==> config.mk <==
export PLATFORM = sky130hd
export DESIGN_NAME = mainDecoder
export DESIGN_NICKNAME = d
export VERILOG_FILES = /design/src/logic/pixelCpu_config.svh /design/src/logic/pixelCpuPkg.sv /design/src/logic/mainDecoder.sv
export SDC_FILE = /design/constraint.sdc
export NUM_CORES = 1
export LEC_CHECK = 0
export BUFFER_PORTS_ARGS = -buffer_cell sky130_fd_sc_hd__buf_2
export CORE_AREA = 4 4 41 43
export DETAILED_ROUTE_END_ITERATION = 16
export DIE_AREA = 0 0 45 47
export GPL_TIMING_DRIVEN = 0
export PLACE_DENSITY_LB_ADDON = 0.08
export SYNTH_ARGS = -nofsm -noshare
export SYNTH_HDL_FRONTEND = slang
export SYNTH_SLANG_ARGS = --single-unit
==> constraint.sdc <==
create_clock -name vclk -period 0.8
set_clock_uncertainty 0.1 [all_clocks]
set_input_delay 0.2 -clock vclk [all_inputs]
set_output_delay 0.2 -clock vclk [all_outputs]
set_load 0.1 [all_outputs]
==> src/logic/pixelCpu_config.svh <==
`ifndef PIXEL_CPU_CONFIG_SVH
`define PIXEL_CPU_CONFIG_SVH

// Register, memory and PC word width
`define DATA_WIDTH 16

// Register file size
`define REG_COUNT 32

// Written by branch-and-link and read by return
`define LINK_REG 29

// Words in each colour bank
`define MEM_DEPTH 64

`endif

==> src/logic/pixelCpuPkg.sv <==
package pixelCpuPkg;

    typedef enum logic [1:0] {
        red   = 2'b00,
        green = 2'b01,
        blue  = 2'b10
    } colorSel;

    localparam logic [1:0] aluPassB = 2'b00;   // MOV and loads
    localparam logic [1:0] aluSub   = 2'b01;   // Compare and store address
    localparam logic [1:0] aluByOp  = 2'b10;   // Arithmetic class picks by op

    typedef struct packed {
        logic [1:0] instrClass;
        logic [1:0] op;
        logic       inm;
        logic [4:0] rd;
        logic [4:0] rn;
        logic [4:0] rm;                        // Second source register
        logic [3:0] spare;
    } regFields;

    typedef struct packed {
        logic [1:0] instrClass;
        logic [1:0] op;
        logic       inm;
        logic [4:0] rd;
        logic [4:0] rn;
        logic [8:0] imm9;                      // Immediate or jump offset
    } immFields;

    // Same 24-bit word seen two ways
    typedef union packed {
        regFields regForm;
        immFields immForm;
    } instrWord;

    typedef struct packed {
        logic       regWrite;
        logic       aluSrc;                    // 1 takes imm9 as operand B
        logic       memWrite;
        logic       resultSrc;                 // 1 writes back memory data
        logic       branch;
        logic [1:0] aluOp;
        colorSel    color;                     // Bank for loads and stores
        logic       jump;
        logic       pcDirection;               // 1 jumps backwards
        logic       pcReturn;
        logic       branchLink;
    } ctrlSignals;

endpackage

==> src/logic/mainDecoder.sv <==
`timescale 1ns/100ps

module mainDecoder import pixelCpuPkg::*; (
    input  logic [1:0] instrClass,             // Instruction class
    input  logic [1:0] op,                     // Operation within class
    input  logic       inm,                    // Immediate or direction bit
    output ctrlSignals ctrl
);

    always_comb begin
        ctrl = '0;                             // Everything idle by default

        case (instrClass)
            2'b00: begin                       // Arithmetic
                ctrl.regWrite = 1'b1;
                ctrl.aluSrc   = inm;
                ctrl.aluOp    = aluByOp;
            end

            2'b01: begin                       // Data read
                ctrl.aluSrc   = inm;
                ctrl.regWrite = 1'b1;
                ctrl.aluOp    = aluPassB;
                case (op)
                    2'b00: begin               // MOV
                        ctrl.resultSrc = 1'b0;
                    end
                    2'b01: begin               // LDR
                        ctrl.resultSrc = 1'b1;
                        ctrl.color     = red;
                        ctrl.aluSrc    = 1'b0; // Address from rm
                    end
                    2'b10: begin               // LDG
                        ctrl.resultSrc = 1'b1;
                        ctrl.color     = green;
                        ctrl.aluSrc    = 1'b0;
                    end
                    default: begin             // LDB
                        ctrl.resultSrc = 1'b1;
                        ctrl.color     = blue;
                        ctrl.aluSrc    = 1'b0;
                    end
                endcase
            end

            2'b10: begin                       // Flow control
                case (op)
                    2'b00: begin               // Relative jump
                        ctrl.jump        = 1'b1;
                        ctrl.pcDirection = inm;
                    end
                    2'b01: begin               // Branch and link
                        ctrl.regWrite   = 1'b1;
                        ctrl.jump       = 1'b1;
                        ctrl.branchLink = 1'b1;
                    end
                    2'b10: begin               // Compare and branch on equal
                        ctrl.branch      = 1'b1;
                        ctrl.pcDirection = inm;
                        ctrl.aluOp       = aluSub;
                    end
                    default: ;                 // Not defined
                endcase
            end

            default: begin                     // Data write and return
                ctrl.aluSrc = inm;
                case (op)
                    2'b00: begin               // RET
                        ctrl.jump     = 1'b1;
                        ctrl.pcReturn = 1'b1;
                    end
                    2'b01: begin               // STR
                        ctrl.memWrite = 1'b1;
                        ctrl.aluOp    = aluSub; // Address rn minus rm
                        ctrl.color    = red;
                        ctrl.aluSrc   = 1'b0;
                    end
                    2'b10: begin               // STG
                        ctrl.memWrite = 1'b1;
                        ctrl.aluOp    = aluSub;
                        ctrl.color    = green;
                        ctrl.aluSrc   = 1'b0;
                    end
                    default: begin             // STB
                        ctrl.memWrite = 1'b1;
                        ctrl.aluOp    = aluSub;
                        ctrl.color    = blue;
                        ctrl.aluSrc   = 1'b0;
                    end
                endcase
            end
        endcase
    end

endmodule

==> results of run 1 <==
-- synth_stat cells --
library cell,number,area (sq um)
nand2_1,2,7.510
nand2b_1,3,18.77
nor3_1,2,10.01
o21a_1,1,7.510
and3_1,1,6.260
and3b_1,1,8.760
nor2_1,6,22.52
inv_1,1,3.750
a21boi_1,1,7.510
nor3b_2,2,25.02
o21ai_1,1,5.000
-- worst max-delay path by stage --
stage	startpoint	end	slack (ns)	depth (start not counted)
finish	instrClass[0]	ctrl[2]	-0.39	4
global route	instrClass[0]	ctrl[2]	-0.40	4
CTS	instrClass[0]	ctrl[2]	-0.41	4
detailed placement	instrClass[0]	ctrl[9]	-0.75	4
global placement	instrClass[0]	ctrl[11]	-0.74	4
floorplan	instrClass[0]	ctrl[2]	-0.69	2
-- final cells by class --
cell class                      count  share of cell area, %
Inverter                            1                 0.5455
Timing Repair Buffer               24                  57.82
Tap cell                           15                  2.727
Multi-Input combinational cell     20                  38.91
-- what timing repair did --
| item | 4_1_cts | 5_1_grt |
|---|---|---|
| buffers inserted | 6 | 0 |
| pin swaps | 9 | 3 |
| endpoints found under the setup margin | 13 | 13 |
| hold buffers | 0 | 0 |
| resized for setup | 71 | 0 |
| gates cloned | 0 | 0 |
-- layout by cell type, fill, tap and decap left out, drive strengths merged --
cell,instances
nor3,2
nand2b,3
a21boi,1
inv,1
buf,24
o21a,1
nor2,6
and3b,1
nand2,2
nor3b,2
o21ai,1
and3,1
-- per-layer routing --
layer  track usage [%]  part of all wire (%)  vias up
li1                  -                     -      123
met1             7.449                    32      107
met2             14.69                    61       11
met3            0.3831                   6.9        0
met4                 0                     0        0
met5                 0                     0        -
-- power breakdown --
group | total, mW | leakage (nW) | internal, mW | switching, mW
logic | 0.564 | 0.276 | 0.231 | 0.334
registers | 0 | 0 | 0 | 0
clock network | 0 | 0 | 0 | 0
-- worst max-delay path: cells and delay by family --
| family | cells | cell delay, ns |
|---|---|---|
| buffers and inverters | 2 | 0.31 |
| and+or+nand+nor | 2 | 0.37 |
-- metrics by stage --
stage               hold WS [ns]  TNS (ns)  instance area [sq um]  instances
floorplan                 0.3998    -5.311                  266.5         21
global placement          0.7933    -8.449                  375.4         54
detailed placement        0.7937    -8.553                  375.4         54
CTS                       0.6063    -4.162                  688.2         60
global route              0.6148    -4.400                  688.2         60
finish                    0.6021    -4.101                  688.2         60
-- cell families (layout without fill, tap and decap cells) --
family	after synthesis	after routing	synth area share, %
simple gates	17	17	80.62
compound gates	3	3	16.33
buf+inv	1	25	3.058
==> reports/qor.yml, run 1 <==
floorplan:
  ioPinCount: 18
  fp-row-count: 13
  die_x_um: 45
  design.core.area_sq_um: 1301
  die_height_um: 47
  start_util_pct: 9.423
  die_area_sq_um: 2115
timing:
  slew_violations: 0
  hold_violations: 0
  period_share_pct: 148.2
  relSlewSlack_pct: 83.59
  rsz0062_at_grt: "yes"
  fin_crit_ns: 1.186
  setup_ws_ns: -0.3857
  worstMarginPinSlew_ns: 0.2459
  setup_viol: 13
  timing.fmax_mhz: 843.4
layout:
  diodes: 0
  design.seq.count: 0
  multi_input_area_sq_um: 267.8
  ff_latch_area_sq_um: 0
  area_delta_synth_final_pct: 461.2
  drive_gt1_share_pct: 97.78
  nNetsFinal: 52
  fill_cells: 122
  final_util_pct: 52.88
  clkbuf_count: 0
pwr:
  ir_drop_uv: 343.6
  p_total_mw: 0.5644
  p_leak_nw: 0.2760
  cellPowerDensity_nw_per_um2: 820.2
critical_path:
  critical_path.max_stage_delay_ns: 0.21
  crit_type: "input port to output port"
  cp.arrival_ns: 0.89
  cp_slowest_cell: "nor3b_4"
  crit_fanout: 7
  end_kind: "output port"
  path_cells: "buf_12 -> nand2b_4 -> nor3b_4 -> buf_12"
  crit_top_cell: "buf_12"
  start_kind: "input port"
  required_ns: 0.50
route:
  ant_nets: 0
  drc: 0
  vias: 241
  wirelength_um: 671
  drtIter0Drc: 2
  routed_via_density: 4.017
  drtPass1Iterations: 3
  wl_per_cell_um: 11.18
synth:
  ys_seq_area_share_pct: 0
  synthesis.nets: 26
  syn_inst: 21
  yosys_warnings: 0
  avgSynthCellArea_sq_um: 5.839
  syn_area_sq_um: 122.6
  yosysUniqueCellTypes: 11
flow_run:
  cap_viol_max_count: 0
global_route:
  antenna_found_initial: 0
  grt_overflow: 0
  grt_usage_pct: 6.777
  grt_pass1_vias: 241
  grt_max_degree: 9
  grt_pass1_wl_mm: 1.097
placed_design:
  dp_slack_ns: -0.7489
  portBuffers: 18
  place_hpwl_um: 491.4
  place.gp.congestion: 0.6070
hold_path:
  hp-class: "input port to output port"
  hold_start: "op[1]"
  min_to: "ctrl[1]"
  hold_depth: 3
outcome:
  status: "finished with violations"
  violations: "negative setup slack"
(Power assumes the default switching activity.)
==> inputs of run 2 (changes only) <==
--- a/config.mk
+++ b/config.mk
@@ -7,4 +7,6 @@
 export LEC_CHECK = 0
 export BUFFER_PORTS_ARGS = -buffer_cell sky130_fd_sc_hd__buf_2
+export CELL_PAD_IN_SITES_DETAIL_PLACEMENT = 0
+export CELL_PAD_IN_SITES_GLOBAL_PLACEMENT = 1
 export CORE_AREA = 4 4 41 43
 export DETAILED_ROUTE_END_ITERATION = 16
==> constraint.sdc (replaced) <==
create_clock -name vclk -period 1
set_clock_uncertainty 0.1 [all_clocks]
set_input_delay 0.2 -clock vclk [all_inputs]
set_output_delay 0.2 -clock vclk [all_outputs]
set_load 0.1 [all_outputs]
==> run 2 against run 1 <==
The flow still finishes with violations (negative setup slack). Combinational power down 21%. Sequential share of layout area unchanged. Worst hold slack better by 0.0038 ns. Flip-flop and latch count unchanged. Via count down 0.83%. Die area unchanged. First-iteration DRC count down 50%. Wire length down 2.2%. Non-clock buffer count down 1. Worst setup slack better by 0.21 ns.
==> reports/qor.yml, run 2 (synthesized netlist as in run 1, its figures left out) <==
placed_design:
  place.gp.congestion: 0.5974
  place_hpwl_um: 518.2
  portBuffers: 18
critical_path:
  cp_slowest_cell: "nor3b_4"
  path_cells: "buf_12 -> nand2b_4 -> nor3b_4 -> buf_12"
  crit_top_cell: "buf_12"
  start_kind: "input port"
  critical_path.max_stage_delay_ns: 0.21
  cp.arrival_ns: 0.88
  end_kind: "output port"
  required_ns: 0.70
  crit_type: "input port to output port"
  crit_fanout: 7
pwr:
  switchingPower_mw: 0.2679
  ir_drop_uv: 301.7
  clkPwrFrac_pct: 0
  internal_power_mw: 0.1791
  combPwrFrac_pct: 100.0
  p_leak_nw: 0.2700
  cellPowerDensity_nw_per_um2: 660.3
  switching_share_pct: 59.94
  p_seq_share_pct: 0
global_route:
  grt_pass1_wl_mm: 1.069
  grt_pass1_vias: 252
  grt_usage_pct: 6.541
  antenna_found_initial: 0
  grt_overflow: 0
  grt_max_degree: 9
timing:
  timing.fmax_mhz: 847.4
  slew_violations: 0
  setup_ws_ns: -0.1801
  hold_violations: 0
  setup_viol: 13
  relSlewSlack_pct: 88.19
  fin_crit_ns: 1.180
  tns_ns: -1.502
  rsz0062_at_grt: "yes"
  worstMarginPinSlew_ns: 0.1766
  period_share_pct: 118.0
floorplan:
  start_util_pct: 9.423
  die_x_um: 45
  ioPinCount: 18
  die_height_um: 47
  die_area_sq_um: 2115
  design.core.area_sq_um: 1301
  fp-row-count: 13
route:
  vias: 239
  wirelength_um: 656
  wl_per_cell_um: 11.12
  ant_nets: 0
  drtPass1Iterations: 2
  drc: 0
  routed_via_density: 4.051
  drtIter0Drc: 1
layout:
  most-common-layout-cells: "buf_12, nor2_4, buf_4"
  final_common_cell: "buf_12"
  final_util_pct: 52.02
  ff_latch_area_sq_um: 0
  clkbuf_count: 0
  diodes: 0
  nNetsFinal: 51
  design.seq.count: 0
  drive_gt1_share_pct: 97.73
  area_delta_synth_final_pct: 452.0
clock_tree:
  cts-hold-fix-buffers: 0
outcome:
  status: "finished with violations"
  violations: "negative setup slack"
flow_run:
  cap_viol_max_count: 0
hold_path:
  hp-class: "input port to output port"
==> run 2: cell types whose count changed in the layout (fill, tap and decap cells not counted) <==
cell,before,now
buf_12,17,16
buf_8,0,1
nor2_4,5,6
nor2_2,1,0
buf_6,2,1
==> run 2: final timing paths <==
check                      from      end  slack (ns)  cells after the start
setup / recovery  instrClass[0]  ctrl[2]       -0.18                      4
hold / removal            op[1]  ctrl[1]        0.61                      3
==> run 2: final cells by class <==
cell class | instances | area [sq um]
multi-input cells | 20 | 272.8
inverters | 1 | 3.754
well taps | 15 | 18.77
fillers | 113 | 624.3
repair buffers | 23 | 381.6
==> run 2: power by group through the flow <==
stage	Sequential, mW	Combinational [mW]	Clock (mW)
2_1_floorplan	0	0.249	0
3_3_place_gp	0	0.315	0
3_5_place_dp	0	0.316	0
4_1_cts	0	0.443	0
5_1_grt	0	0.461	0
6_report	0	0.447	0
==> run 2: per-layer routing <==
layer  part of all wire [%]  track usage [%]
met3                    5.9           0.3831
met2                     56            13.56
met1                     38            7.675
met4                      0                0
met5                      0                0
==> run 2: metrics by stage <==
step | total power, mW | setup slack, ns | std cells | hold WS, ns | instance area [sq um]
finish | 0.4470 | -0.1801 | 59 | 0.6059 | 676.9
global route | 0.4614 | -0.2053 | 59 | 0.6132 | 676.9
CTS | 0.4427 | -0.2135 | 58 | 0.6040 | 660.6
detailed placement | 0.3159 | -0.5579 | 54 | 0.7959 | 371.6
global placement | 0.3152 | -0.5543 | 54 | 0.7973 | 371.6
floorplan | 0.2488 | -0.4894 | 21 | 0.3998 | 262.8
==> run 2: what timing repair did <==
item	CTS	global route
setup endpoints to repair	13	13
pin swaps	6	2
buffers inserted	4	1
resized for setup	69	2
==> run 2: worst max-delay path, delay by kind of cell <==
family                 cells  cell delay [ns]
buffers and inverters      2             0.31
AND/OR/NAND/NOR            2             0.37
==> inputs of run 3 (changes only) <==
Settings changed: GPL_TIMING_DRIVEN 0 to not set.
==> run 3 against run 2 <==
Largest cell class unchanged. Die area is the same. Wire length increased by 17%. Cell count up 5.1%. Power is 3.9% higher. Largest power group unchanged. Cell area up 5.2%. The run still ends with negative setup slack left. Worst setup slack worse by 0.0071 ns.
==> reports/qor.yml, run 3 (synthesized netlist as in run 1, its figures left out) <==
pwr:
  p_total_mw: 0.4644
  clkPwrFrac_pct: 0
  ir_drop_uv: 303.7
  p_leak_nw: 0.2923
  internal_power_mw: 0.1937
  cellPowerDensity_nw_per_um2: 652.3
  switchingPower_mw: 0.2706
  combPwrFrac_pct: 100.0
  switching_share_pct: 58.28
  p_seq_share_pct: 0
floorplan:
  die_height_um: 47
  die_x_um: 45
  die_area_sq_um: 2115
  design.core.area_sq_um: 1301
  fp-row-count: 13
  start_util_pct: 9.423
  ioPinCount: 18
layout:
  clkbuf_count: 0
  drive_gt1_share_pct: 97.87
  nNetsFinal: 54
  diodes: 0
  ff_latch_area_sq_um: 0
  area_delta_synth_final_pct: 480.6
  final_common_cell: "buf_12"
  final_area_sq_um: 711.9
  design.seq.count: 0
  most-common-layout-cells: "buf_12, nor2_4, buf_4"
global_route:
  grt_pass1_wl_mm: 1.124
  grt_overflow: 0
  grt_pass1_vias: 267
  grt_usage_pct: 7.092
  antenna_found_initial: 0
  grt_max_degree: 9
route:
  drtIter0Drc: 0
  vias: 246
  drtPass1Iterations: 1
  wl_met2_um: 426
  wirelength_um: 766
  wl_per_cell_um: 12.35
  drc: 0
  top_layer_used: "met3"
  route.met3.wl_um: 66
  drt-met1-wl_um: 273
  routed_via_density: 3.968
  ant_nets: 0
timing:
  setup_ws_ns: -0.1872
  setup_viol: 13
  hold_violations: 0
  fin_crit_ns: 1.187
  slew_violations: 0
  period_share_pct: 118.7
  worstMarginPinSlew_ns: 0.1879
  rsz0062_at_grt: "yes"
  timing.fmax_mhz: 842.3
  relSlewSlack_pct: 87.46
placed_design:
  place_hpwl_um: 618.8
  portBuffers: 18
  place.gp.congestion: 0.6778
  place_area_sq_um: 631.9
critical_path:
  required_ns: 0.70
  start_kind: "input port"
  critical_path.max_stage_delay_ns: 0.21
  end_kind: "output port"
  crit_top_cell: "buf_12"
  crit_type: "input port to output port"
  cp-endpoint: "ctrl[2]"
  cp.arrival_ns: 0.89
  crit_fanout: 8
  path_cells: "buf_12 -> nand2b_4 -> nor3b_4 -> buf_12"
  startpoint: "instrClass[0]"
  cp_slowest_cell: "nor3b_4"
flow_run:
  cap_viol_max_count: 0
clock_tree:
  cts-hold-fix-buffers: 0
outcome:
  violations: "negative setup slack"
  status: "finished with violations"
hold_path:
  hp-class: "input port to output port"
[run 3: cell count changes in the layout (fill, tap and decap cells not counted), sizes merged]
cell	previous run	this run
buf	23	26
[run 3: critical path: cells and delay by family]
kind	cells	cell delay (ns)
buf+inv	2	0.31
simple gates	2	0.37
[run 3: metal layers]
metal / up-vias / global-route usage, %
li1: 124 / -
met1: 112 / 7.223
met2: 10 / 15.25
met3: 0 / 1.533
met4: 0 / 0
met5: - / 0
[run 3: repair_timing]
item	4_1_cts	5_1_grt
endpoints found under the setup margin	13	13
gates resized for setup	13	6
pin swaps	5	5
setup buffers	1	0
[run 3: layout make-up]
type / count / area (sq um)
fillers: 124 / 589.3
repair buffers: 26 / 425.4
inverters: 1 / 3.754
multi-input cells: 20 / 264.0
well taps: 15 / 18.77
[run 3: per-stage QoR]
step	worst slack, ns	instances	setup TNS (ns)	utilization (%)	hold slack (ns)
6_report	-0.1872	62	-1.440	54.71	0.6127
5_1_grt	-0.2029	62	-1.684	54.71	0.6164
4_1_cts	-0.2121	62	-1.645	52.69	0.6077
3_5_place_dp	-0.2969	61	-2.942	48.56	0.6926
3_3_place_gp	-0.2790	61	-2.787	48.56	0.6856
2_1_floorplan	-0.4894	21	-2.855	-	0.3998
[run 3: how the worst min path moves through the flow]
stage	from	to	slack, ns	cells after the start
2_1_floorplan	instrClass[0]	ctrl[7]	0.40	1
3_3_place_gp	inm	ctrl[11]	0.69	3
3_5_place_dp	inm	ctrl[11]	0.69	3
4_1_cts	op[1]	ctrl[1]	0.61	3
5_1_grt	op[1]	ctrl[1]	0.62	3
6_report	op[1]	ctrl[1]	0.61	3
[run 3: power by group through the flow]
stage	Combinational, mW	Sequential [mW]	Clock [mW]
after floorplan	0.249	0	0
after global placement	0.429	0	0
after detailed placement	0.431	0	0
after CTS	0.455	0	0
after global routing	0.477	0	0
final	0.464	0	0
