### src/logic/pixelCpu_config.svh
`ifndef PIXEL_CPU_CONFIG_SVH
`define PIXEL_CPU_CONFIG_SVH

// Register, memory and PC word width
`define DATA_WIDTH 16

// Register file size
`define REG_COUNT 32

// Written by branch-and-link and read by return
`define LINK_REG 29

// Words in each colour bank
`define MEM_DEPTH 64

`endif

### src/logic/pixelCpuPkg.sv
package pixelCpuPkg;

    typedef enum logic [1:0] {
        red   = 2'b00,
        green = 2'b01,
        blue  = 2'b10
    } colorSel;

    localparam logic [1:0] aluPassB = 2'b00;   // MOV and loads
    localparam logic [1:0] aluSub   = 2'b01;   // Compare and store address
    localparam logic [1:0] aluByOp  = 2'b10;   // Arithmetic class picks by op

    typedef struct packed {
        logic [1:0] instrClass;
        logic [1:0] op;
        logic       inm;
        logic [4:0] rd;
        logic [4:0] rn;
        logic [4:0] rm;                        // Second source register
        logic [3:0] spare;
    } regFields;

    typedef struct packed {
        logic [1:0] instrClass;
        logic [1:0] op;
        logic       inm;
        logic [4:0] rd;
        logic [4:0] rn;
        logic [8:0] imm9;                      // Immediate or jump offset
    } immFields;

    // Same 24-bit word seen two ways
    typedef union packed {
        regFields regForm;
        immFields immForm;
    } instrWord;

    typedef struct packed {
        logic       regWrite;
        logic       aluSrc;                    // 1 takes imm9 as operand B
        logic       memWrite;
        logic       resultSrc;                 // 1 writes back memory data
        logic       branch;
        logic [1:0] aluOp;
        colorSel    color;                     // Bank for loads and stores
        logic       jump;
        logic       pcDirection;               // 1 jumps backwards
        logic       pcReturn;
        logic       branchLink;
    } ctrlSignals;

endpackage

### src/logic/aluUnit.sv
`timescale 1ns/100ps
`include "pixelCpu_config.svh"

module aluUnit import pixelCpuPkg::*; (
    input  logic [`DATA_WIDTH-1:0] regA,
    input  logic [`DATA_WIDTH-1:0] regB,
    input  logic [8:0]             imm,       // Zero-extended below
    input  logic                   aluSrc,
    input  logic [1:0]             aluOp,
    input  logic [1:0]             op,
    output logic [`DATA_WIDTH-1:0] result,
    output logic                   zero        // Compare found equal operands
);

    logic [`DATA_WIDTH-1:0] operandB;

    assign operandB = aluSrc ? {{(`DATA_WIDTH-9){1'b0}}, imm} : regB;

    always_comb begin
        case (aluOp)
            aluPassB: result = operandB;       // MOV and load address
            aluSub:   result = regA - operandB;
            aluByOp: begin
                case (op)
                    2'b00:   result = regA + operandB;
                    2'b01:   result = regA - operandB;
                    2'b10:   result = regA & operandB;
                    default: result = regA | operandB;
                endcase
            end
            default:  result = operandB;
        endcase
    end

    assign zero = (result == '0);              // Only used when branch is set

endmodule

### config.mk
export PLATFORM = sky130hd
export DESIGN_NAME = aluUnit
export DESIGN_NICKNAME = d
export VERILOG_FILES = /design/src/logic/pixelCpuPkg.sv /design/src/logic/aluUnit.sv
export VERILOG_INCLUDE_DIRS = /design/src /design/src/logic
export SDC_FILE = /design/constraint.sdc
export NUM_CORES = 1
export LEC_CHECK = 0
export BUFFER_PORTS_ARGS = -buffer_cell sky130_fd_sc_hd__buf_2
export CORE_MARGIN = 4
export CORE_UTILIZATION = 40
export DETAILED_ROUTE_END_ITERATION = 10
export PLACE_DENSITY_LB_ADDON = 0.1
export SYNTH_ARGS = -nofsm -noshare
export SYNTH_HDL_FRONTEND = slang
export SYNTH_SLANG_ARGS = --single-unit
### constraint.sdc
create_clock -name vclk -period 16.34
set_clock_uncertainty 0.15 [all_clocks]
set_input_delay 4.902 -clock vclk [all_inputs]
set_output_delay 4.902 -clock vclk [all_outputs]
set_load 0.1 [all_outputs]
==> qor.yml, run 1 <==
worst_setup_path:
  startpoint: "aluSrc"
  cp.required_ps: 11290
  critPathMaxFanout: 16
  path_cells: "buf_2, mux2i_1, ha_1, or3_1, a2111oi_0, a211oi_1, o31ai_1, xnor2_1, o31ai_1, or3_1, or4b_1, nor4_2, buf_2"
  critical_path_class: "in -> out"
  max_stage_delay_ps: 580
  crit_arrival_ps: 9340
  start_kind: "input pin"
  crit_path_end_kind: "output pin"
  slowest_stage: "mux2i_1"
power:
  cellPowerDensity_nw_per_um2: 51.2
  ir_drop_mv: 0.0197
  leakage_nw: 1.68
sta:
  rsz0062_at_grt: "false"
  fin_tns_setup_ps: 0
  fin_crit_sh_pct: 88.1
  worst_pin_slew_ps: 786
  setup_violations: 0
  hold_ws_ps: 10460
  slew_headroom_pct: 47.6
  period_minus_slack_ps: 14390
  max_freq_mhz: 69.5
  drv_slew: 0
  finalHoldViolations: 0
synth:
  synth_area_um2: 3020
  synth_fa_ha_area_share_pct: 25.4
  yosys_warnings: 0
  synth_top_family_by_area: "compound AO/OA/AOI/OAI gates"
  synth.area.top_cells: "ha_1 24%, inv_1 6.1%, nand2_1 5.3%"
  synth.most_common_cell: "ha_1"
  synth_top_area_share_pct: 24.0
  synth_cell_types: 77
  yosys.area.top_type: "ha_1"
  syn-instance-count: 427
  synth-xor-area-share_pct: 4.35
  synth_nets: 533
  ys_seq_area_share_pct: 0
  syn-mean-instance-area_um2: 7.07
  muxShareOfSynthArea_pct: 5.26
  synth_commonest_cells: "58 x ha_1, 49 x inv_1, 43 x nand2_1"
  synthSimpleGateAreaFrac_pct: 21.5
  synth_compound_area_share_pct: 33.9
min_path:
  hp-class: "in -> out"
  hold_end: "result[2]"
  hold_path_depth: 5
  hold_start: "imm[2]"
global_routing:
  grt_max_degree: 42
  antenna_found_initial: 0
  grt_overflow: 0
  grt_pass1_wl_mm: 15.4
  track_usage_pct: 21.2
  grt_pass1_vias: 3111
place:
  gp_congestion: 0.899
  place_area_um2: 3360
  dp_cells: 567
  port_buffers: 63
  dp_hpwl_mm: 7.74
floorplanning:
  die_w_um: 94.9
  die_area_um2: 9010
  io_pins: 63
  coreArea_um2: 7290
  die-height_um: 94.9
  start_util_pct: 41.4
  num_rows: 31
clocking:
  cts_setup_buffers: 0
  cts_resized: 0
  ctsHoldBuffers: 0
drt:
  drc: 0
  drt.antenna.violating_nets: 0
  wl_per_cell_um: 16.9
  first_pass_iters: 6
  dr.first_iter.drc_count: 230
  wirelength_mm: 9.59
  vias: 3276
  routed_via_density: 5.78
flow_run:
  maxCapViolations: 0
outcome:
  status: "completed"
final_layout:
  nets: 576
  diodes: 0
  seq_cell_count: 0
  drive_gt1_share_pct: 18.8
  clockBufferCount: 0
  syn2layout_area_growth_pct: 11.3
  regArea_um2: 0
  fill_cells: 825
  design_area_um2: 3360
  layoutNonFillerInstCount: 567
stage by stage:
step           setup WS (ps)  util [%]  total power, mW
5_1_grt                 1510      46.1            0.186
3_5_place_dp            1930      46.1            0.171
4_1_cts                 1920      46.1            0.172
3_3_place_gp            1970      46.1            0.170
2_1_floorplan            437         -            0.135
6_report                1950      46.1            0.172
cells in the final DEF (no fill, tap or decap), drive strengths merged, types with 6 or more instances in the layout:
cell	n
xor2	6
nand2	43
a221oi	6
a21o	8
nor3	10
nor2	23
a31oi	11
inv	49
nand2b	16
ha	58
a21oi	23
o21ai	28
a211oi	7
xnor2	9
or3	6
buf	64
mux2i	8
nor2b	6
critical path: cells and delay by family:
| kind | cells | cell delay, ps |
|---|---|---|
| adders and majority gates | 1 | 350 |
| muxes | 1 | 580 |
| AOI/OAI and AO/OA | 4 | 1020 |
| and+or+nand+nor | 4 | 1520 |
| buffers and inverters | 2 | 810 |
| xor gates and xnor gates | 1 | 150 |
logic make-up (layout without fill, tap and decap cells):
logic type	after synthesis	in the layout
buf+inv	72	113
compound gates	140	140
mux	14	14
xor+xnor	15	15
fa+ha+maj	60	60
simple gates	126	126
worst max path at each step:
stage           end  slack, ps  depth (start not counted)
2_1_floorplan  zero        440                         14
3_3_place_gp   zero       1970                         13
3_5_place_dp   zero       1930                         13
4_1_cts        zero       1920                         13
5_1_grt        zero       1510                         13
6_report       zero       1950                         13
report_power, final:
part / switching (mW) / internal (mW) / total (mW)
logic: 0.120 / 0.0521 / 0.172
clock network: 0 / 0 / 0
registers: 0 / 0 / 0
total: 0.120 / 0.0521 / 0.172
per-layer routing:
metal / up-vias / GRT usage (%) / share of wire, %
met5: - / 0 / 0
met4: 0 / 1.80 / 0.57
met3: 4 / 0.398 / 5.3
met2: 99 / 37.6 / 48
met1: 1548 / 29.7 / 46
li1: 1625 / - / -
area by class of cell:
type / count / area (µm²) / share of cell area (%)
multi-input cells: 355 / 2730 / 81.2
well taps: 99 / 124 / 3.69
repair buffers: 64 / 323 / 9.61
inverters: 49 / 184 / 5.47
Note: power is estimated with default switching activity, not from simulation.
==> run 2, diff against run 1 <==
--- a/config.mk
+++ b/config.mk
@@ -6,10 +6,12 @@
 export SDC_FILE = /design/constraint.sdc
 export NUM_CORES = 1
 export LEC_CHECK = 0
+export ABC_AREA = 1
 export BUFFER_PORTS_ARGS = -buffer_cell sky130_fd_sc_hd__buf_2
 export CORE_MARGIN = 4
 export CORE_UTILIZATION = 40
 export DETAILED_ROUTE_END_ITERATION = 10
+export GPL_TIMING_DRIVEN = 0
 export PLACE_DENSITY_LB_ADDON = 0.1
 export SYNTH_ARGS = -nofsm -noshare
 export SYNTH_HDL_FRONTEND = slang
==> run 2 against run 1 <==
Compared with the run above: fmax up 7.5%; final cell count up 47%; critical path depth up 8; worst hold slack worse by 120 ps; final area up 14%; largest cell class unchanged.
==> qor.yml, run 2 <==
min_path:
  hp-class: "in -> out"
flow_run:
  maxCapViolations: 0  # unchanged
sta:
  setup_violations: 0  # unchanged
  worst_pin_slew_ps: 742  # -43.6 ps
  drv_slew: 0  # unchanged
  fin_tns_setup_ps: 0  # unchanged
  slew_headroom_pct: 50.5  # +2.9 points
  rsz0062_at_grt: "false"
  period_minus_slack_ps: 13380  # -1010 ps
  fin_crit_sh_pct: 81.9  # -6.2 points
  hold_ws_ps: 10330  # -124 ps
  max_freq_mhz: 74.7  # +7.5%
  finalHoldViolations: 0  # unchanged
  worst_slack_ps: 2960  # +1010 ps
synth:
  syn-mean-instance-area_um2: 5.09  # -28%
  synth_commonest_cells: "245 x nand2_1, 122 x inv_1, 74 x nand3_1"
  synth_area_um2: 3400  # +13%
  synth_cell_types: 35  # -55%
  synth_top_area_share_pct: 27.0  # +3.0 points
  syn-instance-count: 669  # +57%
  synth.area.top_cells: "nand2_1 27%, ha_1 21%, inv_1 13%"
  synth.most_common_cell: "nand2_1"
  synth_nets: 775  # +45%
  ys_seq_area_share_pct: 0  # unchanged
  yosys.area.top_type: "nand2_1"
  yosys_warnings: 0  # unchanged
global_routing:
  grt_pass1_wl_mm: 17.8  # +15%
  antenna_found_initial: 0  # unchanged
  grt_max_degree: 11  # -74%
  track_usage_pct: 21.9  # +0.73 points
  grt_pass1_vias: 3653  # +17%
  grt_overflow: 0  # unchanged
place:
  gp_congestion: 0.993  # +10%
  port_buffers: 62  # -1.6%
  place_area_um2: 3850  # +14%
  dp_slack_ps: 2970  # +1040 ps
  dp_hpwl_mm: 9.19  # +19%
  dp_cells: 836  # +47%
final_layout:
  postLayoutCoreUtil_pct: 46.6  # +0.49 points
  mostFrequentLayoutCell: "nand2_1"
  nets: 839  # +46%
  drive_gt1_share_pct: 15.6  # -3.2 points
  most-common-layout-cells: "245 x nand2_1, 122 x inv_1, 74 x nand3_1"
  design_area_um2: 3850  # +14%
  clockBufferCount: 0  # unchanged
  layoutNonFillerInstCount: 836  # +47%
  fill_cells: 990  # +20%
  syn2layout_area_growth_pct: 13.0
  diodes: 0  # unchanged
  regArea_um2: 0  # unchanged
  seq_cell_count: 0  # unchanged
power:
  clockPowerShare_pct: 0  # unchanged
  p_total_mw: 0.187  # +8.7%
  power.share.combinational_pct: 100.0  # about the same
  cellPowerDensity_nw_per_um2: 48.7  # -5.1%
  power_frac_seq_pct: 0  # unchanged
  p_sw_share_pct: 73.4  # +3.7 points
  leakage_nw: 2.49  # +48%
  p_int_mw: 0.0497  # -4.6%
  p_sw_mw: 0.137  # +14%
  ir_drop_mv: 0.0419  # +110%
floorplanning:
  die_w_um: 100  # +5.6%
  start_util_pct: 41.2  # -0.19 points
  coreArea_um2: 8260  # +13%
  die_area_um2: 10100  # +12%
  io_pins: 63  # unchanged
  die-height_um: 100  # +5.6%
  num_rows: 33  # +6.5%
worst_setup_path:
  crit_path_end_kind: "output pin"
  crit_arrival_ps: 8330  # -1010 ps
  cp.depth: 21  # +8
  cp_num_buf_inv: 4  # +2
  startpoint: "aluSrc"
  path_common_cell: "nand2_1"
  path_cells: "buf_4, clkbuf_1, nand2_1, nand2_1, inv_1, ha_1, nand2_1, nor3_1, nand2_1, nand2_1, nand2_1, nand3_1, nand3_1, nand2_1, nand2_1, nand2_1, nand3_1, nor2_2, nand2_1, nor2_2, buf_2"
  critPathMaxFanout: 10  # -6
  critPathTopFamily: "simple AND/OR/NAND/NOR gates"
  max_stage_delay_ps: 570  # about the same
  critical_path_class: "in -> out"
  start_kind: "input pin"
  cp.required_ps: 11290  # about the same
  slowest_stage: "clkbuf_1"
  endpoint: "zero"
clocking:
  cts_resized: 0  # unchanged
  cts_setup_buffers: 0  # unchanged
  ctsHoldBuffers: 0  # unchanged
drt:
  dr.first_iter.drc_count: 290  # +26%
  wirelength_mm: 11.2  # +17%
  vias: 4060  # +24%
  first_pass_iters: 5  # -1
  drc: 0  # unchanged
  drt.antenna.violating_nets: 0  # unchanged
  routed_via_density: 4.86  # -16%
  wl_per_cell_um: 13.4  # -21%
outcome:
  status: "completed"
-- run 2: changes by cell type in the layout (fill, tap and decap cells not counted), sizes merged, moves of 7 or more --
cell	before	now
nand2	43	249
inv	49	144
nand3	1	74
nor2	23	47
nand2b	16	0
a31oi	11	1
a21o	8	0
buf	64	72
clkbuf	0	8
mux2i	8	0
xnor2	9	1
a211oi	7	0
-- run 2: power groups by stage --
| stage | clock, mW | sequential (mW) | combinational [mW] |
|---|---|---|---|
| global placement | 0 | 0 | 0.184 |
| CTS | 0 | 0 | 0.186 |
| global route | 0 | 0 | 0.205 |
| floorplan | 0 | 0 | 0.143 |
| finish | 0 | 0 | 0.187 |
| detailed placement | 0 | 0 | 0.185 |
-- run 2: kinds of logic after synthesis --
| logic type | share of synthesized area [%] |
|---|---|
| buffers and inverters | 19.4 |
| AND/OR/NAND/NOR | 48.8 |
| AO/OA/AOI/OAI | 9.08 |
| adder cells (fa/ha/maj) | 22.5 |
| XOR/XNOR | 0.257 |
-- run 2: worst min path at each step --
stage | startpoint | end | depth (start not counted)
floorplan | regB[12] | zero | 7
global placement | regB[15] | result[15] | 8
detailed placement | regB[15] | result[15] | 8
CTS | regB[15] | result[15] | 8
global route | regB[15] | result[15] | 8
finish | regB[15] | result[15] | 8
-- run 2: final cells by class --
class | count | area, µm² | share of cell area (%)
multi-input combinational | 506 | 2740 | 71.3
inverter | 145 | 546 | 14.2
timing repair buffer | 62 | 310 | 8.07
tap | 105 | 131 | 3.42
buffer | 18 | 115 | 2.99
-- run 2: routing by layer --
metal  track usage, %  wire [µm]  up-vias
met2             34.9       4710      126
li1                 -          -     2153
met4             2.18         76        0
met1             33.2       5700     1771
met3             1.53        706       10
met5                0          0        -
==> run 3, diff against run 2 <==
--- a/config.mk
+++ b/config.mk
@@ -6,7 +6,7 @@
 export SDC_FILE = /design/constraint.sdc
 export NUM_CORES = 1
 export LEC_CHECK = 0
-export ABC_AREA = 1
+export ABC_AREA = 0
 export BUFFER_PORTS_ARGS = -buffer_cell sky130_fd_sc_hd__buf_2
 export CORE_MARGIN = 4
 export CORE_UTILIZATION = 40
==> constraint.sdc (replaced) <==
create_clock -name vclk -period 10.98
set_clock_uncertainty 0.15 [all_clocks]
set_input_delay 3.294 -clock vclk [all_inputs]
set_output_delay 3.294 -clock vclk [all_outputs]
set_load 0.1 [all_outputs]
==> run 3 against run 2 <==
Compared with the run above: critical path depth shrank 5; worst hold slack lost 3100 ps; critical endpoint unchanged; critical path type unchanged; clock-buffer cell count stayed put; largest power group unchanged; largest cell class unchanged; utilization is 4.2 points higher.
==> qor.yml, run 3 (synthesis gave the netlist of run 1 again) <==
outcome:
  status: "completed"
floorplanning:
  start_util_pct: 41.4  # +0.19 points
  coreArea_um2: 7290  # -12%
  die_area_um2: 9010  # -10%
  num_rows: 31  # -6.1%
  die_w_um: 94.9  # -5.3%
  die-height_um: 94.9  # -5.3%
  io_pins: 63  # unchanged
final_layout:
  seq_cell_count: 0  # unchanged
  layoutNonFillerInstCount: 589  # -30%
  regArea_um2: 0  # unchanged
  diodes: 0  # unchanged
  design_area_um2: 3700  # -3.7%
  nets: 598  # -29%
  drive_gt1_share_pct: 25.1  # +9.5 points
  clockBufferCount: 0  # unchanged
  most-common-layout-cells: "67 x buf_2, 58 x ha_1, 49 x inv_1"
  mostFrequentLayoutCell: "buf_2"
  syn2layout_area_growth_pct: 22.6
global_routing:
  grt_max_degree: 11  # unchanged
  grt_pass1_vias: 3210  # -12%
  grt_pass1_wl_mm: 16.0  # -10%
  grt_overflow: 0  # unchanged
  antenna_found_initial: 0  # unchanged
  track_usage_pct: 21.9  # about the same
drt:
  wirelength_mm: 10.2  # -9.2%
  drc: 0  # unchanged
  drt.antenna.violating_nets: 0  # unchanged
  first_pass_iters: 5  # unchanged
  dr.first_iter.drc_count: 205  # -29%
  vias: 3486  # -14%
  wl_per_cell_um: 17.3  # +29%
  routed_via_density: 5.92  # +22%
power:
  p_total_mw: 0.284  # +52%
  cellPowerDensity_nw_per_um2: 76.6  # +58%
  ir_drop_mv: 0.0419  # +0.13%
  leakage_nw: 1.77  # -29%
sta:
  hold_ws_ps: 7230  # -3110 ps
  period_minus_slack_ps: 10800
  slew_headroom_pct: 51.6  # +1.1 points
  max_freq_mhz: 92.6
  fin_tns_setup_ps: 0  # unchanged
  fin_crit_sh_pct: 98.3
  drv_slew: 0  # unchanged
  worst_pin_slew_ps: 726  # -16.0 ps
  finalHoldViolations: 0  # unchanged
  setup_violations: 0  # unchanged
flow_run:
  maxCapViolations: 0  # unchanged
min_path:
  hold_path_depth: 4  # -4
  hp-class: "in -> out"
worst_setup_path:
  max_stage_delay_ps: 570  # about the same
  slowest_stage: "or4b_1"
  critical_path_class: "in -> out"
  path_cells: "buf_4, mux2i_1, inv_1, ha_1, inv_1, fa_2, a21o_1, a21oi_2, o21ai_1, a31oi_1, o221ai_1, o2bb2ai_4, or4b_1, or4b_1, nor4_4, buf_6"
  crit_arrival_ps: 7350  # -980 ps
  start_kind: "input pin"
  crit_path_end_kind: "output pin"
  cp.required_ps: 7540  # -3750 ps
  critPathMaxFanout: 7  # -3
place:
  gp_congestion: 0.907  # -8.6%
  dp_cells: 588  # -30%
  dp_hpwl_mm: 8.20  # -11%
  port_buffers: 62  # unchanged
  place_area_um2: 3610  # -6.1%
clocking:
  ctsHoldBuffers: 0  # unchanged
[run 3: changes by cell type in the layout (fill, tap and decap cells not counted), sizes merged, moves of 10 or more]
| cell | delta |
|---|---|
| a31oi | +10 |
| nand3 | -73 |
| nand2 | -206 |
| nand2b | +16 |
| inv | -95 |
| nor2 | -24 |
[run 3: timing repair]
item                                    in CTS  in global routing
endpoints found under the setup margin       1                  1
resized for setup                            2                 13
buffers inserted                             0                  1
pin swaps                                    0                  1
[run 3: per-stage QoR]
stage | setup slack (ps) | util, %
after CTS | 42.7 | 49.6
after global placement | -220 | 49.5
final | 181 | 50.8
after floorplan | -841 | -
after global routing | -16.5 | 50.8
after detailed placement | -208 | 49.5
[run 3: final cells by class]
type / instances / area (µm²)
fill: 786 / 3590
tap: 99 / 124
multi-input combinational: 355 / 2950
timing repair buffer: 63 / 324
inverter: 49 / 184
buffer: 23 / 120
[run 3: path summary, 6_finish.rpt]
path | startpoint | to | slack (ps)
max | aluSrc | zero | 180
min | imm[1] | result[1] | 7230
[run 3: layer usage]
layer / up-vias / global-route usage, % / part of all wire, %
met5: - / 0 / 0
met4: 0 / 4.45 / 1.9
met3: 17 / 0.956 / 5.6
met2: 129 / 37.6 / 47
met1: 1667 / 30.3 / 46
li1: 1673 / - / -
[run 3: power breakdown]
part           internal [mW]  switching [mW]
registers                  0               0
clock network              0               0
logic                 0.0886           0.195
[run 3: critical path, delay by kind of cell]
kind	cells	cell delay, ps
AOI/OAI and AO/OA	6	1310
adders and majority gates	2	560
buffers and inverters	4	580
muxes	1	160
and+or+nand+nor	3	1430
