<file path="config.mk">
export PLATFORM = sky130hd
export DESIGN_NAME = programCounter
export DESIGN_NICKNAME = d
export VERILOG_FILES = /design/src/logic/pixelCpuPkg.sv /design/src/logic/programCounter.sv
export VERILOG_INCLUDE_DIRS = /design/src /design/src/logic
export SDC_FILE = /design/constraint.sdc
export NUM_CORES = 1
export LEC_CHECK = 0
export BUFFER_PORTS_ARGS = -buffer_cell sky130_fd_sc_hd__buf_2
export CAP_MARGIN = 10
export CORE_AREA = 3 3 66 68
export DETAILED_ROUTE_END_ITERATION = 10
export DIE_AREA = 0 0 69 71
export PLACE_DENSITY_LB_ADDON = 0.05
export SYNTH_ARGS = -nofsm -noshare
export SYNTH_HDL_FRONTEND = slang
export SYNTH_SLANG_ARGS = --single-unit
</file>
<file path="constraint.sdc">
create_clock -name clk -period 3.56 [get_ports clk]
set_clock_uncertainty 0.05 [all_clocks]
set_input_delay 0.178 -clock clk [delete_from_list [all_inputs] [get_ports clk]]
set_output_delay 0.178 -clock clk [all_outputs]
set_load 0.005 [all_outputs]
</file>
<file path="src/logic/pixelCpu_config.svh">
`ifndef PIXEL_CPU_CONFIG_SVH
`define PIXEL_CPU_CONFIG_SVH

// Register, memory and PC word width
`define DATA_WIDTH 16

// Register file size
`define REG_COUNT 32

// Written by branch-and-link and read by return
`define LINK_REG 29

// Words in each colour bank
`define MEM_DEPTH 64

`endif

</file>
<file path="src/logic/pixelCpuPkg.sv">
package pixelCpuPkg;

    typedef enum logic [1:0] {
        red   = 2'b00,
        green = 2'b01,
        blue  = 2'b10
    } colorSel;

    localparam logic [1:0] aluPassB = 2'b00;   // MOV and loads
    localparam logic [1:0] aluSub   = 2'b01;   // Compare and store address
    localparam logic [1:0] aluByOp  = 2'b10;   // Arithmetic class picks by op

    typedef struct packed {
        logic [1:0] instrClass;
        logic [1:0] op;
        logic       inm;
        logic [4:0] rd;
        logic [4:0] rn;
        logic [4:0] rm;                        // Second source register
        logic [3:0] spare;
    } regFields;

    typedef struct packed {
        logic [1:0] instrClass;
        logic [1:0] op;
        logic       inm;
        logic [4:0] rd;
        logic [4:0] rn;
        logic [8:0] imm9;                      // Immediate or jump offset
    } immFields;

    // Same 24-bit word seen two ways
    typedef union packed {
        regFields regForm;
        immFields immForm;
    } instrWord;

    typedef struct packed {
        logic       regWrite;
        logic       aluSrc;                    // 1 takes imm9 as operand B
        logic       memWrite;
        logic       resultSrc;                 // 1 writes back memory data
        logic       branch;
        logic [1:0] aluOp;
        colorSel    color;                     // Bank for loads and stores
        logic       jump;
        logic       pcDirection;               // 1 jumps backwards
        logic       pcReturn;
        logic       branchLink;
    } ctrlSignals;

endpackage

</file>
<file path="src/logic/programCounter.sv">
`timescale 1ns/100ps
`include "pixelCpu_config.svh"

module programCounter import pixelCpuPkg::*; (
    input  logic                   clk,
    input  logic                   reset,
    input  ctrlSignals             ctrl,
    input  logic [8:0]             offset,    // Relative jump distance
    input  logic                   zero,
    input  logic [`DATA_WIDTH-1:0] linkValue,
    output logic [`DATA_WIDTH-1:0] pc,
    output logic [`DATA_WIDTH-1:0] pcPlusOne
);

    logic [`DATA_WIDTH-1:0] offsetExt;
    logic [`DATA_WIDTH-1:0] pcTarget;
    logic [`DATA_WIDTH-1:0] pcNext;
    logic                   takeJump;

    assign offsetExt = {{(`DATA_WIDTH-9){1'b0}}, offset};
    assign pcPlusOne = pc + 1'b1;
    assign pcTarget  = ctrl.pcDirection ? pc - offsetExt : pc + offsetExt;
    assign takeJump  = ctrl.jump || (ctrl.branch && zero);

    always_comb begin
        if (ctrl.pcReturn)  pcNext = linkValue;  // RET has top priority
        else if (takeJump)  pcNext = pcTarget;
        else                pcNext = pcPlusOne;
    end

    always_ff @(posedge clk) begin
        if (reset) pc <= '0;
        else       pc <= pcNext;
    end

endmodule

</file>
==> metrics.md, run 1 <==
| Metric | Value |
|---|---|
| Largest regs | pc x16 |
| I/O Buffers | 63 |
| Chip Width | 69 µm |
| CP Capture Type | flop |
| Fill count | 390 |
| Worst-path cell chain | buf_2 -> nor4_2 -> a21oi_1 -> xnor2_1 -> ha_1 -> a21oi_2 -> o21ai_0 -> a221oi_1 -> a21oi_1 -> mux2_1 -> a221oi_2 |
| Layout area overhead | 21.6% |
| Cell variety after synth | 50 |
| FFs w/ async S/R, synth | 0% |
| Seq cells post-synth | 16 |
| Worst-path maximum fanout | 6 |
| Root Driver | clkbuf_8 |
| Crit start category | input port |
| Routed WL | 5470 µm |
| Slew HR | between 60% and 70% |
| Most used cell, CP | a21oi_1 |
| Hold-fix buffers, CTS | 0 |
| Number of enable flip-flop cells after synthesis | 0 |
| Clk pwr share | 21.2% |
| Die ar. | 0.00490 mm² |
| Share of cells above drive strength 1 | 26.3% |
| Highest-count cells in the layout ignoring fill and taps | buf_2 (63), a21oi_1 (23), nor2_1 (22), nand2_1 (20), xnor2_1 (20) |
| Grt ovf | 0 |
| Yosys warning total | 0 |
| Final Critical Period | 2.87 ns |
| RSZ-0062 raised after global routing | no |
| Die Ht | 71 µm |
| Area of the core | roughly 0.004 mm² |
| Dpl hpwl | about 4400 µm |
| Crit share post-route | roughly four fifths |
| Ys flop type | dfxtp_1 |
| Post-synth top area share | 16.7% |
| Switch share | about two fifths |
| CP peak stage delay | 0.55 ns |
| Final core occ | 59.5% |
| Class of the most critical setup path | in2reg |
| CTS sink cnt | 16 |
| Final setup violation count | 0 |
| Hold slack | 0.0949 ns |
| Insertion delay to the later sink of the worst-skew pair | 0.26 ns |
| Outcome | completed |
| RePlAce Congestion | 0.835 |
| Initial antenna violation count | 0 |
| Gate power share | around 50% |
| Buffer levels on the longest clock path | 2 |
| Post-CTS Resized | 0 |
| H-Tree Depth | 1 |
| Synthesized area | 0.00192 mm² |
| Max reg flops | 16 |
| Final ANT Viol Nets | 0 |
| # diodes | 0 |
| Syn_nets | 308 |
| First-pass GRT wire length | 8910 µm |
| Finished Cell Area | 0.00233 mm² |
| Most common cell after layout, fill and taps aside | buf_2 |
| Clock transition at path regs | 0.07 ns |
| Setup tns final | 0 ns |
| CP max-delay cell | nor4_2 |
| CP arrival | 3.00 ns |
| Initial core utilization | 48.9% |
| Data required, critical path | 3.69 ns |
| Drt drc | 0 |
| Top reg by flops | pc |
| Fin. max-slew vios | 0 |
| CTS tree | done |
| Postcts setup bufs | 0 |
| Drt pass-1 iters | 7 |
| All-layer global routing usage | 22.0% |
| Cell Area, Placed | 0.00227 mm² |
| I/O pin count | 73 |
| WL/cell | ~15 µm |
| Maximum VDD drop | 283 µV |
| Worst Hold Class | in2reg |
| Vias per inst | 5.70 |
| Leakage Power | ~0.0011 µW |
| Ranking of synthesized cells by area | dfxtp_1 (17%), ha_1 (12%), xnor2_1 (9.1%) |
| Largest net degree at the start of global routing | 25 |
| Fmax | 0.348 GHz |
| P_int | 475 µW |
| CTS Buf Count | 3 |
| Pwr per Cell Area | around 340 mW/mm² |
| Nets | 370 |
| Net switching power figure | just over 300 µW |
| Number of global-route vias before repair | 1,886 |
| Initial DRC count | 99 |
| Detailed-route via count | 2,041 |
| Power share of the sequential group | roughly 30% |
| Worst-Margin Slew | 0.564 ns |
| Mean Syn Cell Area | 7.76 µm² |
| Synthesized instance count | 247 |
| Post-synthesis sequential area ratio | 16.7% |
| Top cell type by total area after synthesis | dfxtp_1 |
| FP Rows | 23 |
| Fin. Hold Viols | 0 |
| Max-cap viol count | 0 |
[cell type report]
class,instances,area [µm²],share of cell area (%)
repair buffers,64,323,13.9
inverters,9,33.8,1.45
multi-input cells,215,1540,65.9
flip-flops and latches,16,320,13.7
clock buffers,4,55.1,2.36
well taps,50,62.6,2.69
[power by group through the flow]
stage	Clock, µW	Combinational [µW]	Sequential, µW
after floorplan	0	266	231
after global placement	0	382	240
after detailed placement	0	384	240
after CTS	169	386	236
after global routing	176	430	239
final	167	384	236
[path summary, 6_finish.rpt]
| kind | depth (start not counted) | slack (ns) | startpoint | end |
|---|---|---|---|---|
| setup / recovery | 11 | 0.69 | offset[5] | pc[13]$_SDFF_PP0_ |
| hold / removal | 2 | 0.09 | linkValue[10] | pc[10]$_SDFF_PP0_ |
| setup reg to reg | 7 | 1.20 | pc[6]$_SDFF_PP0_ | pc[13]$_SDFF_PP0_ |
| hold reg to reg | 2 | 0.69 | pc[15]$_SDFF_PP0_ | pc[15]$_SDFF_PP0_ |
[synth_stat cells (2+ instances only)]
master / instances
nand3_1: 10
a21o_1: 7
a211oi_1: 3
and2_1: 3
a21oi_1: 23
nand4_1: 7
o21ai_0: 8
and3_1: 2
a31o_2: 3
xnor2_1: 20
nor2b_1: 2
o211a_1: 5
o211ai_1: 4
o21ai_1: 2
and4_1: 2
o21bai_1: 2
a22oi_1: 2
nor3_1: 7
nand2b_1: 2
clkbuf_1: 6
a21oi_2: 2
nor2_1: 22
a31oi_1: 4
dfxtp_1: 16
nand2_1: 20
xor2_1: 10
a221oi_1: 2
o21a_1: 3
inv_1: 9
ha_1: 19
[metal layers]
layer	up-vias	global-route usage, %	wire length, µm
met3	4	3.98	250
li1	1042	-	-
met4	0	2.60	30
met1	945	27.7	2410
met2	50	40.1	2780
met5	-	0	0
[worst max-delay path, delay by kind of cell]
| kind | cells | cell delay [ns] |
|---|---|---|
| AOI/OAI and AO/OA | 6 | 1.29 |
| xor gates and xnor gates | 1 | 0.17 |
| adders and majority gates | 1 | 0.35 |
| and+or+nand+nor | 1 | 0.55 |
| buffers and inverters | 1 | 0.12 |
| muxes | 1 | 0.34 |
[logic make-up (layout without fill, tap and decap cells)]
family | count (synthesis) | in the layout | share of synthesized area [%]
AOI/OAI and AO/OA | 80 | 80 | 29.7
muxes | 2 | 2 | 1.11
xor gates and xnor gates | 31 | 31 | 14.6
DFF | 16 | 16 | 16.7
adders and majority gates | 20 | 20 | 13.5
buffers and inverters | 16 | 77 | 3.13
and+or+nand+nor | 82 | 82 | 21.3
[metrics by stage]
| step | setup slack [ns] | total power, µW | instances |
|---|---|---|---|
| after floorplan | 0.882 | 497 | 247 |
| after global placement | 0.477 | 621 | 354 |
| after detailed placement | 0.439 | 624 | 354 |
| after global routing | 0.472 | 844 | 358 |
| after CTS | 0.715 | 792 | 358 |
| final | 0.690 | 786 | 358 |
No activity file was read; power rests on OpenSTA's default activity.
==> run 2, diff against run 1 <==
Settings changed: ABC_AREA from default to 1, CORE_AREA 3 3 66 68 to 3 3 75 77, DIE_AREA 0 0 69 71 to 0 0 78 80.
Clock period 3.56 ns to 2.5 ns, I/O delays scaled along.
==> run 2 against run 1 <==
Die area is 27% higher; critical path type unchanged; highest routed layer unchanged; area after synthesis is 21% higher; sequential share of layout area is 2.4 points lower.
==> metrics.md, run 2 <==
| Metric | Value |
|---|---|
| Die ar. | approximately 0.0062 mm² |
| Initial antenna violation count | 0 |
| Slew HR | 58.7% |
| Initial core utilization | between 40 and 50% |
| Top reg by flops | pc |
| Final setup violation count | 0 |
| Fill count | between 500 and 600 |
| Worst Hold Class | in2reg |
| Outcome | completed |
| Cell Area, Placed | 0.00276 mm² |
| Drt pass-1 iters | 5 |
| Post-synth top area share | 21.7% |
| Most common cell after layout, fill and taps aside | nand2_1 |
| Pwr per Cell Area | a little over 400 mW/mm² |
| Chip Width | between 70 and 80 µm |
| Yosys warning total | 0 |
| I/O Buffers | 63 |
| Ranking of synthesized cells by area | nand2_1 (22%), dfxtp_1 (14%), inv_1 (11%) |
| M2 GR Usage | 41.6% |
| Routed WL | 7570 µm |
| CTS Buf Count | 3 |
| Inst Count DP | approximately 550 |
| Seq cells post-synth | 16 |
| Setup tns final | 0 ns |
| Met1 Use GR | about a third |
| Drt drc | 0 |
| Largest net degree at the start of global routing | 24 |
| # diodes | 0 |
| Ys flop type | dfxtp_1 |
| Data required, critical path | approximately 2.6 ns |
| Mean Syn Cell Area | 5.56 µm² |
| Fin. max-slew vios | 0 |
| Dpl hpwl | 6160 µm |
| Die Ht | around 80 µm |
| Number of global-route vias before repair | 2,539 |
| Worst-Margin Slew | around 0.62 ns |
| Insertion delay to the later sink of the worst-skew pair | approximately 0.25 ns |
| Synthesized instance count | 417 |
| Clock transition at path regs | 0.06 ns |
| Highest-count cells in the layout ignoring fill and taps | nand2_1 (134), inv_1 (71), buf_2 (63), nand3_1 (40), nor2_1 (26) |
| FFs w/ async S/R, synth | 0% |
| Grt ovf | 0 |
| Global route hottest layer | met2 |
| Hold-fix buffers, CTS | 0 |
| Fin. Hold Viols | 0 |
| Most common cell in the netlist | nand2_1 |
| Number of enable flip-flop cells after synthesis | 0 |
| Fmax | 0.434 GHz |
| Non-filler cells, final | 556 |
| Synth top cells by count | nand2_1 (134), inv_1 (71), nand3_1 (40), nor2_1 (27), a21oi_1 (22) |
| Maximum VDD drop | 235 µV |
| Final Critical Period | ~2.3 ns |
| RePlAce Congestion | 0.941 |
| Finished Cell Area | 0.00283 mm² |
| All-layer global routing usage | about a quarter |
| Synthesized area | roughly 0.0023 mm² |
| CP arrival | between 2 and 2.5 ns |
| FP Rows | 26 |
| Met3 Use GR | approximately 3.4% |
| Layout area overhead | 22.0% |
| Post-synthesis sequential area ratio | about 14% |
| WL/cell | 13.6 µm |
| Leakage Power | 0.00161 µW |
| Vias per inst | 5.11 |
| Buffer levels on the longest clock path | 2 |
| Share of cells above drive strength 1 | 19.5% |
| Class of the most critical setup path | in2reg |
| Crit share post-route | between 90% and 100% |
| Syn_nets | 478 |
| Max reg flops | 16 |
| CTS tree | done |
| Crit start category | input port |
| CTS sink cnt | 16 |
| CP Capture Type | flop |
| Final ANT Viol Nets | 0 |
| Final total power | 1170 µW |
| Largest regs | pc x16 |
| Storage element area | 320 µm² |
| First-pass GRT wire length | 12,200 µm |
| Top cell type by total area after synthesis | nand2_1 |
| Area of the core | 0.00507 mm² |
| H-Tree Depth | 1 |
| Detailed-route via count | roughly 2,800 |
| I/O pin count | 73 |
| Initial DRC count | 213 |
| Worst-path maximum fanout | 4 |
| Nets | 549 |
| Cell variety after synth | 28 |
| Multi-input gate area | around 0.0017 mm² |
| Max-cap viol count | 0 |
| Root Driver | clkbuf_8 |
| Final core occ | 55.8% |
==> run 2: cells by family (layout without fill, tap and decap cells) <==
family                     after synthesis  in the layout  synth area share [%]
DFF                                     16             16                  13.8
AOI/OAI and AO/OA                       56             56                  13.2
adders and majority gates               20             20                  11.1
xor gates and xnor gates                16             16                  6.36
and+or+nand+nor                        230            230                  42.6
buffers and inverters                   79            148                  12.9
==> run 2: worst paths after layout <==
kind              cells past startpoint                 to  slack (ns)        startpoint
hold reg to reg                       5   pc[0]$_SDFF_PP0_        0.65  pc[0]$_SDFF_PP0_
setup reg to reg                     11   pc[6]$_SDFF_PP0_        0.30  pc[0]$_SDFF_PP0_
setup / recovery                     17  pc[15]$_SDFF_PP0_        0.20         offset[0]
hold / removal                        3   pc[2]$_SDFF_PP0_        0.04      linkValue[2]
==> run 2: area by class of cell <==
cell class | instances | share of cell area, %
repair buffers | 72 | 13.5
flip-flops and latches | 16 | 11.3
inverters | 73 | 9.68
clock buffers | 3 | 1.46
multi-input cells | 322 | 60.9
well taps | 70 | 3.09
==> run 2: timing repair <==
item                       CTS  global route
setup buffers                0             1
setup endpoints to repair    0             6
resized for setup            0             5
==> run 2: routing by layer <==
| layer | vias up | routed length (µm) |
|---|---|---|
| li1 | 1474 | - |
| met1 | 1245 | 3470 |
| met2 | 108 | 3540 |
| met3 | 12 | 452 |
| met4 | 0 | 111 |
| met5 | - | 0 |
==> run 2: where the power goes <==
| group | switching, µW | internal, µW | total (µW) |
|---|---|---|---|
| registers | 47.1 | 281 | 329 |
| clock network | 91.8 | 107 | 199 |
| logic | 388 | 257 | 645 |
==> run 2: worst max-delay path, cell delays in order <==
cell,delay (ns)
buf_2,0.11
inv_1,0.07
ha_1,0.16
nand2_1,0.08
nor2_2,0.13
nand4_1,0.17
buf_4,0.19
o21ai_0,0.19
ha_1,0.31
nand2_1,0.16
inv_1,0.06
a21oi_1,0.16
nand2_1,0.11
a21oi_1,0.15
nand2_1,0.06
nand3_1,0.07
a21oi_1,0.07
==> run 2: metrics by stage <==
step	hold slack (ns)	setup WS [ns]
CTS	0.0398	0.126
finish	0.0429	0.195
global placement	0.297	-0.0869
floorplan	0.144	0.394
global route	0.0433	-0.0118
detailed placement	0.302	-0.130
==> run 3, diff against run 2 <==
==> constraint.sdc (replaced) <==
create_clock -name clk -period 2.5 [get_ports clk]
set_clock_uncertainty 0.05 [all_clocks]
set_input_delay 0.5 -clock clk [delete_from_list [all_inputs] [get_ports clk]]
set_output_delay 0.5 -clock clk [all_outputs]
set_load 0.005 [all_outputs]
==> run 3 against run 2 <==
Final cell count up 5.6%; sequential share of layout area is 2.2 points lower; core utilization is 13 points higher; hold slack better by 0.37 ns; critical path type unchanged.
==> metrics.md, run 3 (same netlist as run 2, synthesis figures left out) <==
| Metric | Value |
|---|---|
| Outcome | completed |
| Fin. Hold Viols | 0 |
| Class of the most critical setup path | in2reg |
| Initial core utilization | 45.7% |
| Drt pass-1 iters | 5 |
| Hold Path Depth | 3 |
| Final setup violation count | 0 |
| # diodes | 0 |
| FP Rows | 26 |
| CP max-delay cell | ha_4 |
| Largest regs | pc x16 |
| Highest-count cells in the layout ignoring fill and taps | nand2_1 (109), inv_1 (62), buf_2 (61), buf_4 (37), nand3_1 (30) |
| Leakage Power | ~0.0019 µW |
| Largest net degree at the start of global routing | 24 |
| Pwr per Cell Area | 414 mW/mm² |
| Initial antenna violation count | 0 |
| Area of the core | 0.00507 mm² |
| Die Ht | 80 µm |
| Slew HR | 54.0% |
| Top reg by flops | pc |
| Worst-Margin Slew | 0.689 ns |
| Data required, critical path | ~2.6 ns |
| Final ANT Viol Nets | 0 |
| Share of cells above drive strength 1 | 39.3% |
| RePlAce Congestion | between 0.9 and 1 |
| CP peak stage delay | 0.27 ns |
| RSZ-0062 raised after global routing | yes |
| Fin. max-slew vios | 0 |
| Most used cell, CP | nand2_1 |
| Non-filler cells, final | 587 |
| Root Driver | clkbuf_8 |
| WL/cell | 14.5 µm |
| Delay-heaviest family, CP | simple AND/OR/NAND/NOR gates |
| Final total power | 1450 µW |
| Clock transition at path regs | 0.07 ns |
| CP Capture Type | flop |
| I/O Buffers | 63 |
| Cell Area, Placed | 0.00298 mm² |
| Nets | 580 |
| First-pass GRT wire length | roughly 13,000 µm |
| All-layer global routing usage | between 20% and 30% |
| Fill count | 496 |
| Chip Width | 78 µm |
| Maximum VDD drop | 244 µV |
| Setup tns final | 0 ns |
| Max-cap viol count | 0 |
| Crit start category | input port |
| Fmax | 0.412 GHz |
| Storage element area | 320 µm² |
| Vias per inst | just over 5 |
| Dpl hpwl | 6340 µm |
| H-Tree Depth | 1 |
| Drt drc | 0 |
| Number of global-route vias before repair | approximately 2,700 |
| Worst-path cell chain | buf_8 -> inv_4 -> ha_4 -> nand2_4 -> nor2_4 -> nand4_1 -> nand2_1 -> xnor2_1 -> inv_1 -> ha_4 -> nand2_2 -> nand2_1 -> a21oi_1 -> nand3_1 -> nand2_1 -> nand3_1 -> nand2_1 -> a21oi_1 |
| CTS Buf Count | 3 |
| Grt ovf | 0 |
| Crit share post-route | 97.0% |
| I/O pin count | 73 |
| CP arrival | 2.52 ns |
| Crit path depth | 18 |
| Most common cell after layout, fill and taps aside | nand2_1 |
| Initial DRC count | 204 |
| Worst Hold Class | in2reg |
| Inst Count DP | about 580 |
| CTS sink cnt | 16 |
| Routed WL | roughly 8500 µm |
| Max reg flops | 16 |
| Worst path buffer plus inverter count | 3 |
| Buffer levels on the longest clock path | 2 |
| Multi-input gate area | 0.00212 mm² |
| Worst-path maximum fanout | 4 |
| Layout area overhead | 50.6% |
| Finished Cell Area | 0.00349 mm² |
| Hold-fix buffers, CTS | 0 |
| Detailed-route via count | 3,038 |
| Path depth of the worst reg2reg path | 11 |
| Final Critical Period | 2.42 ns |
| CTS tree | done |
| Die ar. | 0.00624 mm² |
| Insertion delay to the later sink of the worst-skew pair | 0.25 ns |
-- run 3: stage by stage --
stage	hold slack, ns	util [%]	setup WS [ns]
after floorplan	0.519	-	0.0186
after global placement	0.618	58.8	-0.346
after detailed placement	0.627	58.8	-0.377
after CTS	0.411	61.4	0.00628
after global routing	0.412	68.9	-0.0783
final	0.413	68.9	0.0754
-- run 3: per-layer routing --
layer / wire (µm) / GRT usage (%) / up-vias / share of wire [%]
li1: - / - / 1542 / -
met1: 3520 / 32.8 / 1365 / 41
met2: 4220 / 43.0 / 111 / 50
met3: 471 / 2.93 / 20 / 5.5
met4: 276 / 9.44 / 0 / 3.3
met5: 0 / 0 / - / 0
-- run 3: layout make-up --
| type | count | share of cell area, % |
|---|---|---|
| clock buffer | 3 | 1.18 |
| tap | 70 | 2.51 |
| timing repair buffer | 103 | 18.4 |
| inverter | 73 | 8.06 |
| multi-input combinational | 322 | 60.7 |
| sequential | 16 | 9.17 |
-- run 3: report_power, final --
part / switching [µW] / leakage, µW / internal [µW]
clock: 94.8 / 0.0000216 / 107
sequential: 48.9 / 0.000133 / 281
combinational: 514 / 0.00170 / 399
total: 658 / 0.00186 / 788
-- run 3: path summary, 6_finish.rpt --
path	start	end	slack [ns]
worst max-delay path	offset[0]	pc[9]$_SDFF_PP0_	0.08
worst min-delay path	linkValue[1]	pc[1]$_SDFF_PP0_	0.41
worst max register to register	pc[0]$_SDFF_PP0_	pc[6]$_SDFF_PP0_	0.34
worst min register to register	pc[0]$_SDFF_PP0_	pc[0]$_SDFF_PP0_	0.63
-- run 3: timing repair --
item,CTS,global route
endpoints found under the hold margin,0,0
setup buffers,1,1
gates resized for setup,19,95
endpoints found under the setup margin,11,11
pin swaps,9,47
-- run 3: worst register-to-register path, cell delays in order (launching register included) --
cell and delay [ns]:
dfxtp_1 0.31, inv_1 0.12, ha_1 0.21, inv_1 0.11
fa_1 0.41, nand3_1 0.09, nand3_1 0.09, nand2_1 0.09
nand2_2 0.07, or2_2 0.27, nand3_1 0.11, a31oi_1 0.09
